[config.mk]
export PLATFORM = sky130hd
export DESIGN_NAME = agu
export DESIGN_NICKNAME = d
export VERILOG_FILES = /design/src/hdl/aguPkg.sv /design/src/hdl/addrCalc.sv /design/src/hdl/tlb.sv /design/src/hdl/walkTimer.sv /design/src/hdl/pageWalkCtrl.sv /design/src/hdl/aguIssue.sv /design/src/hdl/agu.sv
export SDC_FILE = /design/constraint.sdc
export NUM_CORES = 1
export LEC_CHECK = 0
export BUFFER_PORTS_ARGS = -buffer_cell sky130_fd_sc_hd__clkbuf_2
export CAP_MARGIN = 20
export CORE_MARGIN = 8
export CORE_UTILIZATION = 33
export CTS_BUF_LIST = sky130_fd_sc_hd__clkbuf_2
export CTS_CLUSTER_DIAMETER = 30
export DETAILED_ROUTE_END_ITERATION = 10
export PLACE_DENSITY_LB_ADDON = 0.2
export REMOVE_ABC_BUFFERS = 1
export SLEW_MARGIN = 20
export SYNTH_ARGS = -nofsm -noshare
export SYNTH_HDL_FRONTEND = slang
export SYNTH_SLANG_ARGS = --single-unit
[constraint.sdc]
create_clock -name clk -period 13.8 [get_ports clk]
set_clock_uncertainty 0.2 [all_clocks]
set_input_delay 1.38 -clock clk [delete_from_list [all_inputs] [get_ports clk]]
set_output_delay 1.38 -clock clk [all_outputs]
set_load 0.02 [all_outputs]
[src/hdl/aguPkg.sv]
`default_nettype none

package aguPkg;

    typedef logic [31:0] addrT;
    typedef logic [19:0] vpnT;
    typedef logic [19:0] ppnT;
    typedef logic [5:0]  tagT;
    typedef logic [3:0]  maskT;

    typedef enum logic [2:0] {
        opLb, opLh, opLw, opLbu, opLhu, opSb, opSh, opSw
    } opT;

    typedef enum logic [2:0] {
        excNone, excMisalign, excPageFault, excAccessFault, excReplay
    } excT;

    typedef struct packed {
        logic        valid;
        opT          op;
        addrT        base;
        logic [11:0] imm;
        tagT         tag;
    } aguInT;

    typedef struct packed {
        logic       valid;
        tagT        tag;
        addrT       vaddr;
        addrT       paddr;
        logic [1:0] size;
        logic       signExt;
        logic       isStore;
        maskT       wmask;
        excT        exc;
    } memOpT;

    // sum lets supervisor code touch user pages
    typedef struct packed {
        logic translateEn;
        logic userMode;
        logic sum;
    } vmemT;

    typedef struct packed {
        logic       hit;
        ppnT        ppn;
        logic [2:0] rwx;
        logic       user;
    } tlbResT;

    typedef struct packed {
        logic valid;
        vpnT  vpn;
    } pwReqT;

    typedef struct packed {
        logic       valid;
        ppnT        ppn;
        logic [2:0] rwx;
        logic       user;
        logic       fault;
    } pwRespT;

endpackage

`default_nettype wire

[src/hdl/addrCalc.sv]
`default_nettype none

module addrCalc
    import aguPkg::*;
(
    input  aguInT in,
    output memOpT op
);

    addrT vaddr;
    maskT lanes;
    logic misalign;

    assign vaddr = in.base + {{20{in.imm[11]}}, in.imm};

    always_comb begin
        op = '0;
        op.valid = in.valid;
        op.tag = in.tag;
        op.vaddr = vaddr;
        // physical address replaced later when translating
        op.paddr = vaddr;
        op.isStore = in.op inside {opSb, opSh, opSw};

        case (in.op)
            opLb: begin
                op.size = 2'd0;
                op.signExt = 1'b1;
            end
            opLh: begin
                op.size = 2'd1;
                op.signExt = 1'b1;
            end
            opLbu, opSb: op.size = 2'd0;
            opLhu, opSh: op.size = 2'd1;
            default: op.size = 2'd2;
        endcase

        misalign = 1'b0;
        case (op.size)
            2'd0: lanes = 4'b0001 << vaddr[1:0];
            2'd1: begin
                lanes = vaddr[1] ? 4'b1100 : 4'b0011;
                misalign = vaddr[0];
            end
            default: begin
                lanes = 4'b1111;
                misalign = vaddr[1:0] != 2'b00;
            end
        endcase

        // loads write nothing
        op.wmask = op.isStore ? lanes : 4'b0000;
        op.exc = misalign ? excMisalign : excNone;
    end

endmodule

`default_nettype wire

[src/hdl/tlb.sv]
`default_nettype none

module tlb
    import aguPkg::*;
#(
    parameter int TlbEntries = 4
) (
    input  logic   clk,
    input  logic   rst,
    input  vpnT    vpn,
    output tlbResT res,
    input  logic   fill,
    input  vpnT    fillVpn,
    input  pwRespT fillResp
);

    localparam int IdxW = (TlbEntries > 1) ? $clog2(TlbEntries) : 1;

    typedef struct packed {
        logic       valid;
        vpnT        vpn;
        ppnT        ppn;
        logic [2:0] rwx;
        logic       user;
    } entryT;

    entryT entries [TlbEntries];
    logic [IdxW-1:0] rrPtr;
    logic [IdxW-1:0] fillIdx;
    logic sameVpn;

    always_comb begin
        res = '0;
        for (int i = 0; i < TlbEntries; i++) begin
            if (entries[i].valid && entries[i].vpn == vpn) begin
                res.hit = 1'b1;
                res.ppn = entries[i].ppn;
                res.rwx = entries[i].rwx;
                res.user = entries[i].user;
            end
        end
    end

    // refill an entry that already maps this page, else take the round-robin slot
    always_comb begin
        fillIdx = rrPtr;
        sameVpn = 1'b0;
        for (int i = 0; i < TlbEntries; i++) begin
            if (entries[i].valid && entries[i].vpn == fillVpn) begin
                fillIdx = IdxW'(i);
                sameVpn = 1'b1;
            end
        end
    end

    always_ff @(posedge clk) begin
        if (rst) begin
            for (int i = 0; i < TlbEntries; i++) begin
                entries[i].valid <= 1'b0;
            end
            rrPtr <= '0;
        end else if (fill) begin
            entries[fillIdx] <= '{1'b1, fillVpn, fillResp.ppn, fillResp.rwx, fillResp.user};
            if (!sameVpn) begin
                rrPtr <= (rrPtr == IdxW'(TlbEntries - 1)) ? '0 : rrPtr + 1'b1;
            end
        end
    end

endmodule

`default_nettype wire

[src/hdl/walkTimer.sv]
`default_nettype none

module walkTimer #(
    parameter int WalkTimeout = 16
) (
    input  logic clk,
    input  logic rst,
    input  logic start,
    input  logic stop,
    output logic timeout
);

    localparam int CountW = $clog2(WalkTimeout + 1);

    logic [CountW-1:0] count;
    logic running;

    assign timeout = running && count == '0;

    always_ff @(posedge clk) begin
        if (rst) begin
            running <= 1'b0;
            count <= '0;
        end else if (start) begin
            running <= 1'b1;
            count <= CountW'(WalkTimeout);
        end else if (stop || timeout) begin
            running <= 1'b0;
            count <= '0;
        end else if (running) begin
            count <= count - 1'b1;
        end
    end

endmodule

`default_nettype wire

[src/hdl/pageWalkCtrl.sv]
`default_nettype none

module pageWalkCtrl
    import aguPkg::*;
(
    input  logic   clk,
    input  logic   rst,
    input  logic   miss,
    input  memOpT  missOp,
    output pwReqT  pwReq,
    input  pwRespT pwResp,
    input  logic   timeout,
    output logic   timerStart,
    output logic   timerStop,
    output logic   fill,
    output vpnT    fillVpn,
    output memOpT  replay,
    output logic   walkBusy
);

    typedef enum logic [1:0] {walkIdle, walkWait, walkReplay} walkStateT;

    walkStateT state;
    memOpT parked;
    logic reqValid;
    vpnT reqVpn;

    assign pwReq = '{valid: reqValid, vpn: reqVpn};
    assign walkBusy = state != walkIdle;
    assign timerStart = miss && state == walkIdle;
    assign timerStop = state == walkWait && pwResp.valid;
    assign fill = state == walkWait && pwResp.valid && !pwResp.fault;
    assign fillVpn = parked.vaddr[31:12];

    // faulted or timed out walks hand the op back right away
    always_comb begin
        replay = parked;
        replay.valid = 1'b0;
        if (state == walkReplay) begin
            replay.valid = 1'b1;
        end else if (state == walkWait && pwResp.valid && pwResp.fault) begin
            replay.valid = 1'b1;
            replay.exc = excPageFault;
        end else if (state == walkWait && !pwResp.valid && timeout) begin
            replay.valid = 1'b1;
            replay.exc = excAccessFault;
        end
    end

    always_ff @(posedge clk) begin
        if (timerStart) begin
            parked <= missOp;
            reqVpn <= missOp.vaddr[31:12];
        end
    end

    always_ff @(posedge clk) begin
        if (rst) begin
            state <= walkIdle;
            reqValid <= 1'b0;
        end else begin
            reqValid <= 1'b0;
            case (state)
                walkIdle: begin
                    if (miss) begin
                        state <= walkWait;
                        reqValid <= 1'b1;
                    end
                end
                walkWait: begin
                    if (pwResp.valid) begin
                        state <= pwResp.fault ? walkIdle : walkReplay;
                    end else if (timeout) begin
                        state <= walkIdle;
                    end
                end
                default: state <= walkIdle;
            endcase
        end
    end

endmodule

`default_nettype wire

[src/hdl/aguIssue.sv]
`default_nettype none

module aguIssue
    import aguPkg::*;
(
    input  logic   clk,
    input  logic   rst,
    input  memOpT  calcOp,
    input  memOpT  replay,
    input  logic   walkBusy,
    input  vmemT   vmem,
    output vpnT    lookupVpn,
    input  tlbResT tlbRes,
    output logic   miss,
    output memOpT  missOp,
    output memOpT  out
);

    memOpT cur;
    memOpT result;
    memOpT bounce;
    logic bounceNew;
    logic permFault;

    // replay first, then a bounced op, then the new one
    always_comb begin
        bounceNew = 1'b0;
        if (replay.valid) begin
            cur = replay;
            bounceNew = calcOp.valid;
        end else if (bounce.valid) begin
            cur = bounce;
            bounceNew = calcOp.valid;
        end else begin
            cur = calcOp;
        end
    end

    assign lookupVpn = cur.vaddr[31:12];
    assign missOp = cur;

    always_comb begin
        permFault = (cur.isStore ? !tlbRes.rwx[1] : !tlbRes.rwx[2])
            || (vmem.userMode && !tlbRes.user)
            || (!vmem.userMode && tlbRes.user && !vmem.sum);
    end

    always_comb begin
        result = cur;
        miss = 1'b0;
        // a preset exception passes through untouched
        if (cur.valid && cur.exc == excNone && vmem.translateEn) begin
            if (tlbRes.hit) begin
                result.paddr = {tlbRes.ppn, cur.vaddr[11:0]};
                if (permFault) begin
                    result.exc = excPageFault;
                end
            end else if (walkBusy) begin
                result.exc = excReplay;
            end else begin
                // parked in the walk controller, reported later
                miss = 1'b1;
                result.valid = 1'b0;
            end
        end
    end

    always_ff @(posedge clk) begin
        out <= result;
        if (rst) begin
            out.valid <= 1'b0;
        end
    end

    always_ff @(posedge clk) begin
        if (bounceNew) begin
            bounce <= calcOp;
            bounce.exc <= excReplay;
        end else if (!replay.valid) begin
            bounce.valid <= 1'b0;
        end
        if (rst) begin
            bounce.valid <= 1'b0;
        end
    end

endmodule

`default_nettype wire

[src/hdl/agu.sv]
`default_nettype none

module agu
    import aguPkg::*;
#(
    parameter int TlbEntries = 4,
    parameter int WalkTimeout = 16
) (
    input  logic   clk,
    input  logic   rst,
    input  aguInT  in,
    input  vmemT   vmem,
    output memOpT  out,
    output pwReqT  pwReq,
    input  pwRespT pwResp
);

    memOpT calcOp;
    memOpT replay;
    memOpT missOp;
    vpnT lookupVpn;
    vpnT fillVpn;
    tlbResT tlbRes;
    logic miss;
    logic walkBusy;
    logic fill;
    logic timerStart;
    logic timerStop;
    logic timeout;

    addrCalc calc (
        .in(in),
        .op(calcOp)
    );

    tlb #(.TlbEntries(TlbEntries)) dtlb (
        .clk(clk),
        .rst(rst),
        .vpn(lookupVpn),
        .res(tlbRes),
        .fill(fill),
        .fillVpn(fillVpn),
        .fillResp(pwResp)
    );

    aguIssue issue (
        .clk(clk),
        .rst(rst),
        .calcOp(calcOp),
        .replay(replay),
        .walkBusy(walkBusy),
        .vmem(vmem),
        .lookupVpn(lookupVpn),
        .tlbRes(tlbRes),
        .miss(miss),
        .missOp(missOp),
        .out(out)
    );

    pageWalkCtrl walkCtrl (
        .clk(clk),
        .rst(rst),
        .miss(miss),
        .missOp(missOp),
        .pwReq(pwReq),
        .pwResp(pwResp),
        .timeout(timeout),
        .timerStart(timerStart),
        .timerStop(timerStop),
        .fill(fill),
        .fillVpn(fillVpn),
        .replay(replay),
        .walkBusy(walkBusy)
    );

    walkTimer #(.WalkTimeout(WalkTimeout)) timer (
        .clk(clk),
        .rst(rst),
        .start(timerStart),
        .stop(timerStop),
        .timeout(timeout)
    );

endmodule

`default_nettype wire

---- After elaboration in Yosys (flattened, before gate mapping) ----
Memories as Yosys holds them, arrays and structs flattened.
Cells that the tools add are included.
word-level totals
  memories ................................ 1
  register bits ........................... 241
  bits in writable memories ............... 180
  output and inout port bits .............. 103
memory list
  memory        words  bits a word  read ports  clocked after Yosys merged registers in  write ports  RTL line   RTL
  dtlb.entries  4      45           4           0                                        4            tlb.sv:27  entryT entries [TlbEntries];
operators by class
  add/sub/neg operators ................... 3
  shifts and indexed selects .............. 1
  bitwise operators ....................... 2
  equal/unequal tests ..................... 21
  muxes and demuxes ....................... 64
  reduce and logical (&&, ||, !) cells .... 48
operator list
  kind                                                                number
  82-bit 2-to-1 mux                                                   2
  20-bit == test                                                      8
  25-bit 2-to-1 mux                                                   4
  32-bit 2-to-1 mux                                                   2
  45-bit 2-to-1 mux                                                   1
  45-bit OR reduction                                                 1
  32-bit adder                                                        1
  1-bit 2-to-1 mux                                                    28
  2-bit 2-to-1 mux                                                    11
  3-bit 2-to-1 mux                                                    7
  1-bit logical AND                                                   20
  5-bit 2-to-1 mux                                                    3
  3-bit == test, second input constant                                4
  3-bit OR reduction                                                  3
  4-bit 2-to-1 mux                                                    2
  2-bit one-hot mux with 2 select lines                               2
  4-bit one-hot mux with 2 select lines                               1
  1-bit zero test                                                     7
  3-bit zero test                                                     2
  2-bit nonzero test                                                  3
  3-bit nonzero test                                                  2
  5-bit zero test                                                     1
  5-bit by 1-bit subtractor with 5-bit output, second input constant  1
  2-bit by 1-bit == test with 1-bit output, second input constant     2
  other kinds (14)                                                    21

---- Longest topological paths before layout ----
Gate-level depths: netlist (run 1).
  word-level depth ........................ 21
  gate-level depth with buffers ........... 21
  mapped depth without buffers ............ 16

---- Modules after synthesis ----
From an unflattened synthesis (run 1), not the netlist that was laid out.
second synthesis, totals
  cells, all modules ...................... 1776
  area, all modules ....................... 21782.1 µm²
by module, submodules not included
  module        times used  area an instance (µm²)  cells each
  tlb           1           9051.2                  672
  aguIssue      1           6756.5                  551
  pageWalkCtrl  1           3522.1                  222
  addrCalc      1           2170.8                  303
  walkTimer     1           281.5                   28

---- Worst setup path before layout (run 1) ----
No wires, ideal clock.
  path kind ............................... input to register
  start point ............................. in in[6] (netlist bit)
  end point ............................... reg timer.count[1]
  arrival ................................. 9.301 ns
  data required time ...................... 13.472 ns
  cell stages on the path ................. 16
  slack ................................... 4.171 ns
  setup time .............................. 0.128 ns
  cells stage by stage .................... ha_1 -> fa_1 -> a211oi_1 -> o21ai_1 -> a21oi_1 -> o211ai_1 -> or2_1 -> clkbuf_1 -> and4_1 -> or2_2 -> nand4_1 -> or4_1 -> o2111ai_2 -> nor4_2 -> or3_1 -> a211oi_2
on the way
  cells in the longest elaborated chain, start to end .. 13
  elaborated cells between the ends (all ways) .. 25
ends and longest elaborated chain
  element                                  RTL line            RTL
  start: declaration                       agu.sv:11           input aguInT in,
  32-bit adder (*)                         addrCalc.sv:14      assign vaddr = in.base + {{20{in.imm[11]}}, in.imm};
  82-bit 2-to-1 mux (*)                    aguIssue.sv:31      end else if (bounce.valid) begin
  82-bit 2-to-1 mux (*)                    aguIssue.sv:28      if (replay.valid) begin
  20-bit == test                           tlb.sv:35           if (entries[i].valid && entries[i].vpn == vpn) begin
  1-bit logical AND                        tlb.sv:35
  25-bit 2-to-1 mux (4 in a row)           tlb.sv:35
  1-bit 2-to-1 mux                         aguIssue.sv:53      if (tlbRes.hit) begin
  1-bit 2-to-1 mux (*)                     aguIssue.sv:52      if (cur.valid && cur.exc == excNone && vmem.translateEn) begin
  1-bit logical AND (*)                    pageWalkCtrl.sv:30  assign timerStart = miss && state == walkIdle;
  via timer.start                          walkTimer.sv:8      input logic start,
  3-bit OR reduction (no source line) (*)  --
  end signal: assignment                   walkTimer.sv:26     count <= CountW'(WalkTimeout);
  end signal: assignment                   walkTimer.sv:31     count <= count - 1'b1;
  end: declaration                         walkTimer.sv:15     logic [CountW-1:0] count;
The timed path passes the listed nets; every way through them passes the cells marked *.
A chain may end at the register's enable or synchronous reset.

==> summary by stage, run 1 <==
Cells and area
The design area is 0.0242 sq mm. The number of filler cells placed in the layout is 6565. The share of layout cells above drive strength 1 is 0.217. Summing all multi-input logic gate instances after layout gives 0.00957 sq mm. The area used by sequential logic in the layout is 0.0110 sq mm. The number of nets at the end of the flow is 2332. The area growth from synthesis to layout is 13.4%.

Yosys
The number of enable flip-flop cells after synthesis is 303. Of the post-synthesis cell area, the dominant cell type holds 0.426. Of the post-synthesis cell area, the part taken by muxes is 0.0339.

The post-synthesis share of cell area spent on and, or, nand and nor gates is 0.168. The post-synthesis register bit count is 397. The number of warning messages in the yosys log is 0. The largest family of logic cells by synthesized area is simple AND/OR/NAND/NOR gates. The fraction of synthesis flops using an asynchronous set or reset pin is 0.

Yosys attributes the largest share of cell area to edfxtp_1 43%, dfxtp_1 8.8%, nand2_1 3.3%. After synthesis, the mean cell area works out to 10.6 sq um. The share of the synthesized area in compound gates (AO/OA/AOI/OAI) is 0.163. The sequential cell area fraction in the yosys report is 0.514.

The combined area of all synthesized cells is 0.0214 sq mm. The prevailing post-synth register cell is edfxtp_1. The post-synthesis cell type with the largest combined area is edfxtp_1. The adder-cell area share of the yosys netlist is 0.0209. Counting every instance in the synthesized netlist gives 2009. Counting distinct cell types in the post-synthesis netlist gives 99. Of the total synthesized cell area, the portion taken by XOR and XNOR cells is 0.0574.

Timing
The highest attainable clock frequency is 142 MHz. The final-report max-slew violation count is 0. The post-route clock period utilization is 0.512. For the pin with the worst max-slew slack, the measured transition is 1110 ps. The tightest hold margin is 217 ps.

The number of endpoints failing setup at the final stage is 0. The headroom to the max-slew limit is 0.254. Setup repair after global routing left no endpoint under its margin. The hold violation total from the final report came to 0. The minimum clock period is 7060 ps. Adding up every negative setup slack in the final design gives 0 ps.

Power and ir drop
In this run the static leakage power is 8.81 nW. Across the VDD grid, the largest voltage drop is 64.4 uV. The portion of total power attributed to combinational logic is 0.239. The sequential cell fraction of total power is 0.461.

The internal portion of the total power is 2.00 mW. The switching part of the total power is 0.352. Of the total power, the clock network draws 0.300. The switching power is 1.09 mW. The final total power is 3.09 mW. The total power per unit cell area is 128 mW/mm^2.

Global routing
The busiest layer in global routing is met2. The total track usage is 0.224. The total overflow left after global routing is 0.

The initial antenna violation count is 3. Entering global routing, the biggest net connects 62 pins. The via count of the first global-routing pass is 17700.

The met1 routing resource usage after global routing is 0.300. In the global route stage, met3 resource usage came out at 0.0429. The first global-routing pass estimated 123000 microns of wire. The met2 track demand over resource in global routing is 0.348.

CTS
Counting every sink on the clock net gives 397. In this run, post-CTS hold repair placed 0 buffers. Post-CTS repair changed the size of 0 cells. The root buffer cell chosen for the clock tree is clkbuf_2. The clock reaches the later pin of the worst-skew pair after 1240 ps.

The maximum buffer depth of the clock tree is 3. In this run, CTS created clock tree buffers numbering 113. Post-CTS timing repair inserted 0 buffers for setup. The clock tree from TritonCTS is built. The H-tree was split into 3 levels. Clock-pin slew was measured on the worst setup and hold paths at 90 ps.

Worst setup path
The most numerous cell type found on the critical path is o211ai_1. The number of cells on the worst reg-to-reg path is 13. The slowest cell on the critical path is o211ai_1. In this run the critical register-to-register path is launched from walkCtrl.state[1]$_SDFFE_PP0P_. The worst setup path startpoint is in[17].

The critical path is of the input port to flop type. The worst setup path is launched from an input port. The delay of the slowest cell on the worst path is 920 ps.

The maximum fanout encountered on the critical timing path is 22. Data on the critical path is required at its endpoint by 14700 ps. In this run the critical register-to-register path is captured at issue.out[1]$_DFF_P_.

The endpoint of the most critical setup path is issue.out[1]$_DFF_P_. The data arrival time of the worst path is 7970 ps. The critical path goes through clkbuf_2, ha_1, nand2_1, nor3_2, a22o_1, o211ai_1, o211ai_1, xor2_1, a2111oi_0, nand4b_1, or4_1, o2111ai_2, nand2_2, or4_1, o211ai_1. The worst reg-to-reg setup slack is 7140 ps.

The endpoint class of the critical path is a flop.

Detailed routing
The number of antenna-violating nets in the routed design is 0. After detailed routing, the number of remaining DRC violations is 0. The number of iterations in the first detailed-routing pass is 7. The routed layout has 17700 vias. For this block, the initial DRC count from the detailed router was 1518. Dividing the detail-routed wire length by the instance count gives 26.7 microns. The detail-routed via count per cell is 5.58. For this block, the routed nets add up to 84700 microns of wire.

Place
The detailed-placement wirelength estimate is 62300 microns. The cell area after placement is 0.0231 sq mm. At the end of routability-driven placement, the weighted congestion stood at 0.959. The count of input and output buffers is 186.

Floorplanning
The floorplan core area is 0.0642 sq mm. Measured along the x axis, the die boundary spans 270 microns. The I/O pin count is 188. The vertical die dimension is 270 microns. The area enclosed by the die boundary is 0.0731 sq mm. For this configuration, the core starts out at a cell density of 0.333.

After floorplanning, the core was divided into 93 placement rows.

Worst hold path
The critical hold path startpoint is in[1]. Along the worst hold path, the cell count comes to 1. The path type of the worst min-delay path is input port to flop.

Run status
The flow ran to the end, and the final reports show no timing, DRC or antenna violations.

Flow run
Across the run, the number of max-cap violations was 0.
==> registers in the layout, indices dropped and copies added, names as in the netlist <==
name               count
walkCtrl.reqVpn        1
issue.bounce          47
dtlb.entries         176
walkCtrl.reqValid      1
walkCtrl.fillVpn      19
walkCtrl.parked        3
walkCtrl.replay       58
dtlb.rrPtr             2
timer.count            5
timer.running          1
walkCtrl.state         2
issue.out             82
==> layer usage <==
layer | up-vias | share of wire
li1 | 8074 | -
met1 | 8645 | 0.44
met2 | 782 | 0.45
met3 | 150 | 0.070
met4 | 0 | 0.045
met5 | - | 0
==> worst max-delay path, delay by kind of cell <==
kind	cells	cell delay [ps]
compound gates	6	2640
simple gates	6	2540
fa+ha+maj	1	680
xor+xnor	1	350
buf+inv	1	330
==> cells by family after synthesis <==
family	after synthesis
AND/OR/NAND/NOR	686
flip-flops	397
multiplexers	68
adder cells (fa/ha/maj)	35
buffers and inverters	199
AO/OA/AOI/OAI	484
XOR/XNOR	140
==> worst min path at each step <==
stage                                      end  slack (ps)
finish              issue.bounce[76]$_DFFE_PP_         220
global route        issue.bounce[78]$_DFFE_PP_          80
CTS                 issue.bounce[79]$_DFFE_PP_          40
detailed placement       issue.out[10]$_DFF_P_         270
global placement         issue.out[75]$_DFF_P_         260
floorplan                issue.out[10]$_DFF_P_         240
==> cells in the mapped netlist, drive strengths merged (6+ instances only) <==
library cell  instances
a2111oi              17
a211o                11
a211oi               26
a21boi                8
a21o                 30
a21oi                93
a221oi               26
a22oi                13
a311oi                8
a31oi                19
and2                 57
and3                 17
and4                 13
buf                  68
clkbuf               70
dfxtp                94
edfxtp              303
ha                   34
inv                  61
mux2                 35
mux2i                33
nand2               187
nand2b               14
nand3                53
nand3b               15
nand4                47
nand4b                6
nor2                128
nor2b                 9
nor3                 43
nor4                 38
o2111ai              20
o211ai               31
o21a                 34
o21ai                73
o221ai                7
o22ai                 6
o31ai                16
or2                  11
or3                  12
or4                  13
xnor2                73
xor2                 67
==> cells in the final DEF, fill, tap and decap left out, types with 23 or more instances in the layout <==
| cell | n |
|---|---|
| a211oi_1 | 23 |
| a21o_1 | 30 |
| a21oi_1 | 89 |
| a221oi_1 | 23 |
| and2_1 | 56 |
| buf_4 | 40 |
| clkbuf_2 | 350 |
| clkinv_1 | 23 |
| dfxtp_1 | 93 |
| edfxtp_1 | 303 |
| ha_1 | 34 |
| inv_1 | 60 |
| mux2_2 | 23 |
| mux2i_1 | 33 |
| nand2_1 | 185 |
| nand3_1 | 53 |
| nand4_1 | 47 |
| nor2_1 | 125 |
| nor3_1 | 40 |
| nor4_1 | 34 |
| o211ai_1 | 30 |
| o21a_1 | 34 |
| o21ai_0 | 61 |
| xnor2_1 | 73 |
| xor2_1 | 67 |
==> through the flow <==
step | setup slack [ps] | util | cells
after floorplan | 2890 | - | 1871
after global placement | 5560 | 0.359 | 2952
after detailed placement | 5570 | 0.359 | 2952
after CTS | 6910 | 0.377 | 3165
after global routing | 6520 | 0.377 | 3166
final | 6740 | 0.377 | 3166
==> final cells by class <==
class | count | share of cell area
Inverter | 61 | 0.00945
Clock buffer | 164 | 0.0339
Timing Repair Buffer | 226 | 0.0508
Clock inverter | 49 | 0.0129
Tap cell | 855 | 0.0442
Sequential cell | 397 | 0.453
Multi-Input combinational cell | 1413 | 0.395
Antenna cell | 1 | 0.000103
==> power by group through the flow <==
stage | clock network (mW) | registers [mW] | logic [mW]
CTS | 0.967 | 1.43 | 0.738
detailed placement | 0 | 1.45 | 0.734
floorplan | 0 | 1.51 | 0.359
global route | 1.03 | 1.44 | 0.789
global placement | 0 | 1.45 | 0.735
finish | 0.927 | 1.43 | 0.741
No activity file was read; power rests on OpenSTA's default activity.
==> run 2, diff against run 1 <==
clock period = 6.8 ns   (was 13.8 ns; I/O delays follow)
==> summary by stage, run 2 (synthesis gave the netlist of run 1 again) <==
Timing
The hold violation total from the final report is 0 (unchanged). Timing would allow up to 154 MHz. The minimum setup slack in the final design is 293 ps (-6450 ps).

The transition time of the tightest slew-check pin is 1040 ps (-70.0 ps). In the finished design, the share of the clock period the worst path needs comes to 0.957. The post-route setup TNS came to 0 ps (unchanged). The final-report max-slew violation count came to 0 (unchanged). The minimum clock period is 6510 ps. The headroom to the max-slew limit is 0.301 (+0.0471). Setup repair after global routing left no endpoint under its margin.

The number of endpoints failing setup at the final stage is 0 (unchanged).

Worst setup path
The cell seen most often among critical-path stages is dlygate4sd3_1. The endpoint class of the critical path is a flop. The type of element launching the critical path is an input port. The depth of the worst register-to-register path is 19 (+6).

The maximum fanout encountered on the critical timing path is 13 (-41%). The data arrival time of the worst path is 7290 ps (-680 ps). The path length in cells of the critical path is 18 (+3).

The delay of the slowest cell on the worst path is 590 ps (-330 ps). The top cell family by delay on the critical path is compound AO/OA/AOI/OAI gates. The endpoint of the most critical setup path is issue.out[1]$_DFF_P_. The critical path starts at in[34].

On the critical path, the stage with the largest delay is an instance of dlygate4sd3_1. The worst reg-to-reg setup slack is 340 ps (-6800 ps). The reg-to-reg endpoint is issue.out[1]$_DFF_P_. The signal on the critical path passes through dlygate4sd3_1, clkbuf_2, ha_1, a21oi_1, o21ai_0, a21o_1, a21oi_1, a41oi_1, xor2_1, nor3_1, nand4_1, nor4_2, a221oi_1, a221oi_2, mux2i_1, dlygate4sd3_1, o211ai_1, dlygate4sd3_1. The buffers plus inverters on the worst setup path is 4 (+3). The required time of the critical path was 7590 ps (-7110 ps).

The kind of critical path is input port to flop. The worst reg2reg path startpoint is timer.count[0]$_SDFFE_PP0P_.

Detailed routing
The met3 routed wirelength is 6120 microns (+3.8%). The first-iteration detailed-routing DRC count is 1562 (+2.9%). The uppermost layer routed is met5. The total length of routed met2 wires came to 38900 microns (+2.7%). The detailed-route wire length per cell is 26.1 microns (-2.4%).

The number of iterations in the first detailed-routing pass was 5 (-2). The detail-routed via count per cell is 5.56 (-0.32%). The detailed-route DRC error count is 0 (unchanged). The total wire length after detailed routing was 86200 microns (+1.8%). The wire length the detailed router placed on met1 is 37300 microns (+0.57%). The number of antenna-violating nets in the routed design is 0 (unchanged). The total via count after detailed routing is 18300 (+3.9%).

CTS
The clock tree from TritonCTS is built. The clock sink count is 397 (unchanged). The tree is rooted in a clkbuf_2.

The clock edge transition at the registers on the reported setup and hold paths was 90 ps (about the same). The maximum buffer depth of the clock tree is 3 (unchanged). The CTS H-tree depth is 3 (unchanged). The insertion delay of the later-clocked pin in the worst-skew pair was 1180 ps (-60 ps). The number of buffers inserted during clock tree synthesis is 115 (+1.8%).

Floorplanning
The floorplan core area is 0.0642 sq mm (unchanged). The area enclosed by the die boundary is 0.0731 sq mm (unchanged). The I/O pin count came to 188 (unchanged).

The number of rows in the core area is 93 (unchanged). The horizontal die dimension is 270 microns (unchanged). The effective utilization at floorplan is 0.333 (unchanged).

The vertical die dimension is 270 microns (unchanged).

Cells and area
The share of layout cells above drive strength 1 is 0.224 (+0.00721). The flip-flop count of the largest register after layout is 176 (unchanged). The number of nets at the end of the flow is 2464 (+5.7%). From synthesis to final layout, the design area changed by 19.3%.

The most flop-heavy register is dtlb.entries. The final core utilization is 0.397 (+0.0198). Leaving out fill and tap cells, the most frequent cells in the layout are 352 x clkbuf_2, 303 x edfxtp_1, 185 x nand2_1. The most frequent standard cell in the layout excluding fill and tap cells is clkbuf_2.

Global routing
The first-pass GRT wire length was 124000 microns (+1.3%). The via count of the first global-routing pass is 18400 (+3.7%). The largest net degree at the start of global routing is 70 (+13%). The sum of overflow across all layers after global routing is 0 (unchanged). The initial antenna violation count is 4 (+1).

The total track usage came to 0.227 (+0.00230).

Run status
The flow ran to the end, and the final reports show no timing, DRC or antenna violations.

Place
The final weighted congestion in routability-driven placement was 0.996 (+3.8%). The minimum setup slack after placement is 268 ps (-5300 ps). The detailed-placement wirelength estimate is 64300 microns (+3.1%). The count of input and output buffers is 186 (unchanged).

Power and ir drop
The maximum resistive drop on vdd is 136 uV (+110%). The total power per unit cell area is 249 mW/mm^2 (+95%). The final total power is 6.35 mW (+110%). The cell leakage power was 9.41 nW (+6.9%).

Worst hold path
The min-delay analysis places its worst path in the category input port to flop. The hold-critical path depth is 3 (+2).

Flow run
The max-cap check violation count came to 0 (unchanged).
## run 2: cell count changes in the layout (fill, tap and decap cells not counted), moves of 2 or more
| cell | before | now |
|---|---|---|
| dlygate4sd3_1 | 0 | 87 |
| buf_4 | 40 | 77 |
| buf_12 | 0 | 5 |
| diode_2 | 1 | 5 |
| clkbuf_2 | 350 | 352 |
| inv_6 | 2 | 0 |
## run 2: metrics by stage
step           cells  hold slack (ps)  instance area (sq um)
3_5_place_dp    2993              276                  23500
6_report        3301              151                  25500
2_1_floorplan   1871              243                  20700
4_1_cts         3294             26.4                  25400
3_3_place_gp    2992              267                  23400
5_1_grt         3301             77.8                  25500
## run 2: area by class of cell
| type | count | area [sq um] |
|---|---|---|
| tap | 855 | 1070 |
| fill | 6472 | 38700 |
| clock buffer | 166 | 831 |
| antenna | 5 | 12.5 |
| inverter | 61 | 229 |
| clock inverter | 48 | 292 |
| multi-input combinational | 1414 | 9590 |
| sequential | 397 | 11000 |
| timing repair buffer | 355 | 2480 |
## run 2: worst min-delay path: cells and delay by family
kind | cells | cell delay (ps)
buf+inv | 1 | 110
xor+xnor | 1 | 170
fa+ha+maj | 1 | 400
## run 2: routing by layer
metal / GRT usage / vias to the layer above
met5: 0 / -
met4: 0.101 / 2
met2: 0.357 / 793
li1: - / 8349
met3: 0.0508 / 168
met1: 0.296 / 9032
## run 2: what timing repair did
item,CTS,global route
gates resized for setup,0,4
setup buffers,0,1
endpoints found under the hold margin,203,0
endpoints found under the setup margin,0,1
hold buffers,87,0
## run 2: worst min-delay path by stage
stage | start | endpoint | slack [ps]
floorplan | walkCtrl.replay[10]$_DFFE_PP_ | issue.out[10]$_DFF_P_ | 240
global placement | walkCtrl.replay[75]$_DFFE_PP_ | issue.out[75]$_DFF_P_ | 270
detailed placement | walkCtrl.replay[78]$_DFFE_PP_ | issue.out[78]$_DFF_P_ | 280
CTS | in[33] | issue.bounce[59]$_DFFE_PP_ | 30
global route | in[44] | issue.bounce[69]$_DFFE_PP_ | 80
finish | in[44] | issue.bounce[69]$_DFFE_PP_ | 150
## run 2: power by group
group | leakage (nW) | internal (mW) | switching [mW]
clock network | 0.852 | 0.787 | 1.08
registers | 3.22 | 2.80 | 0.107
logic | 5.33 | 0.553 | 1.03
total | 9.41 | 4.14 | 2.21
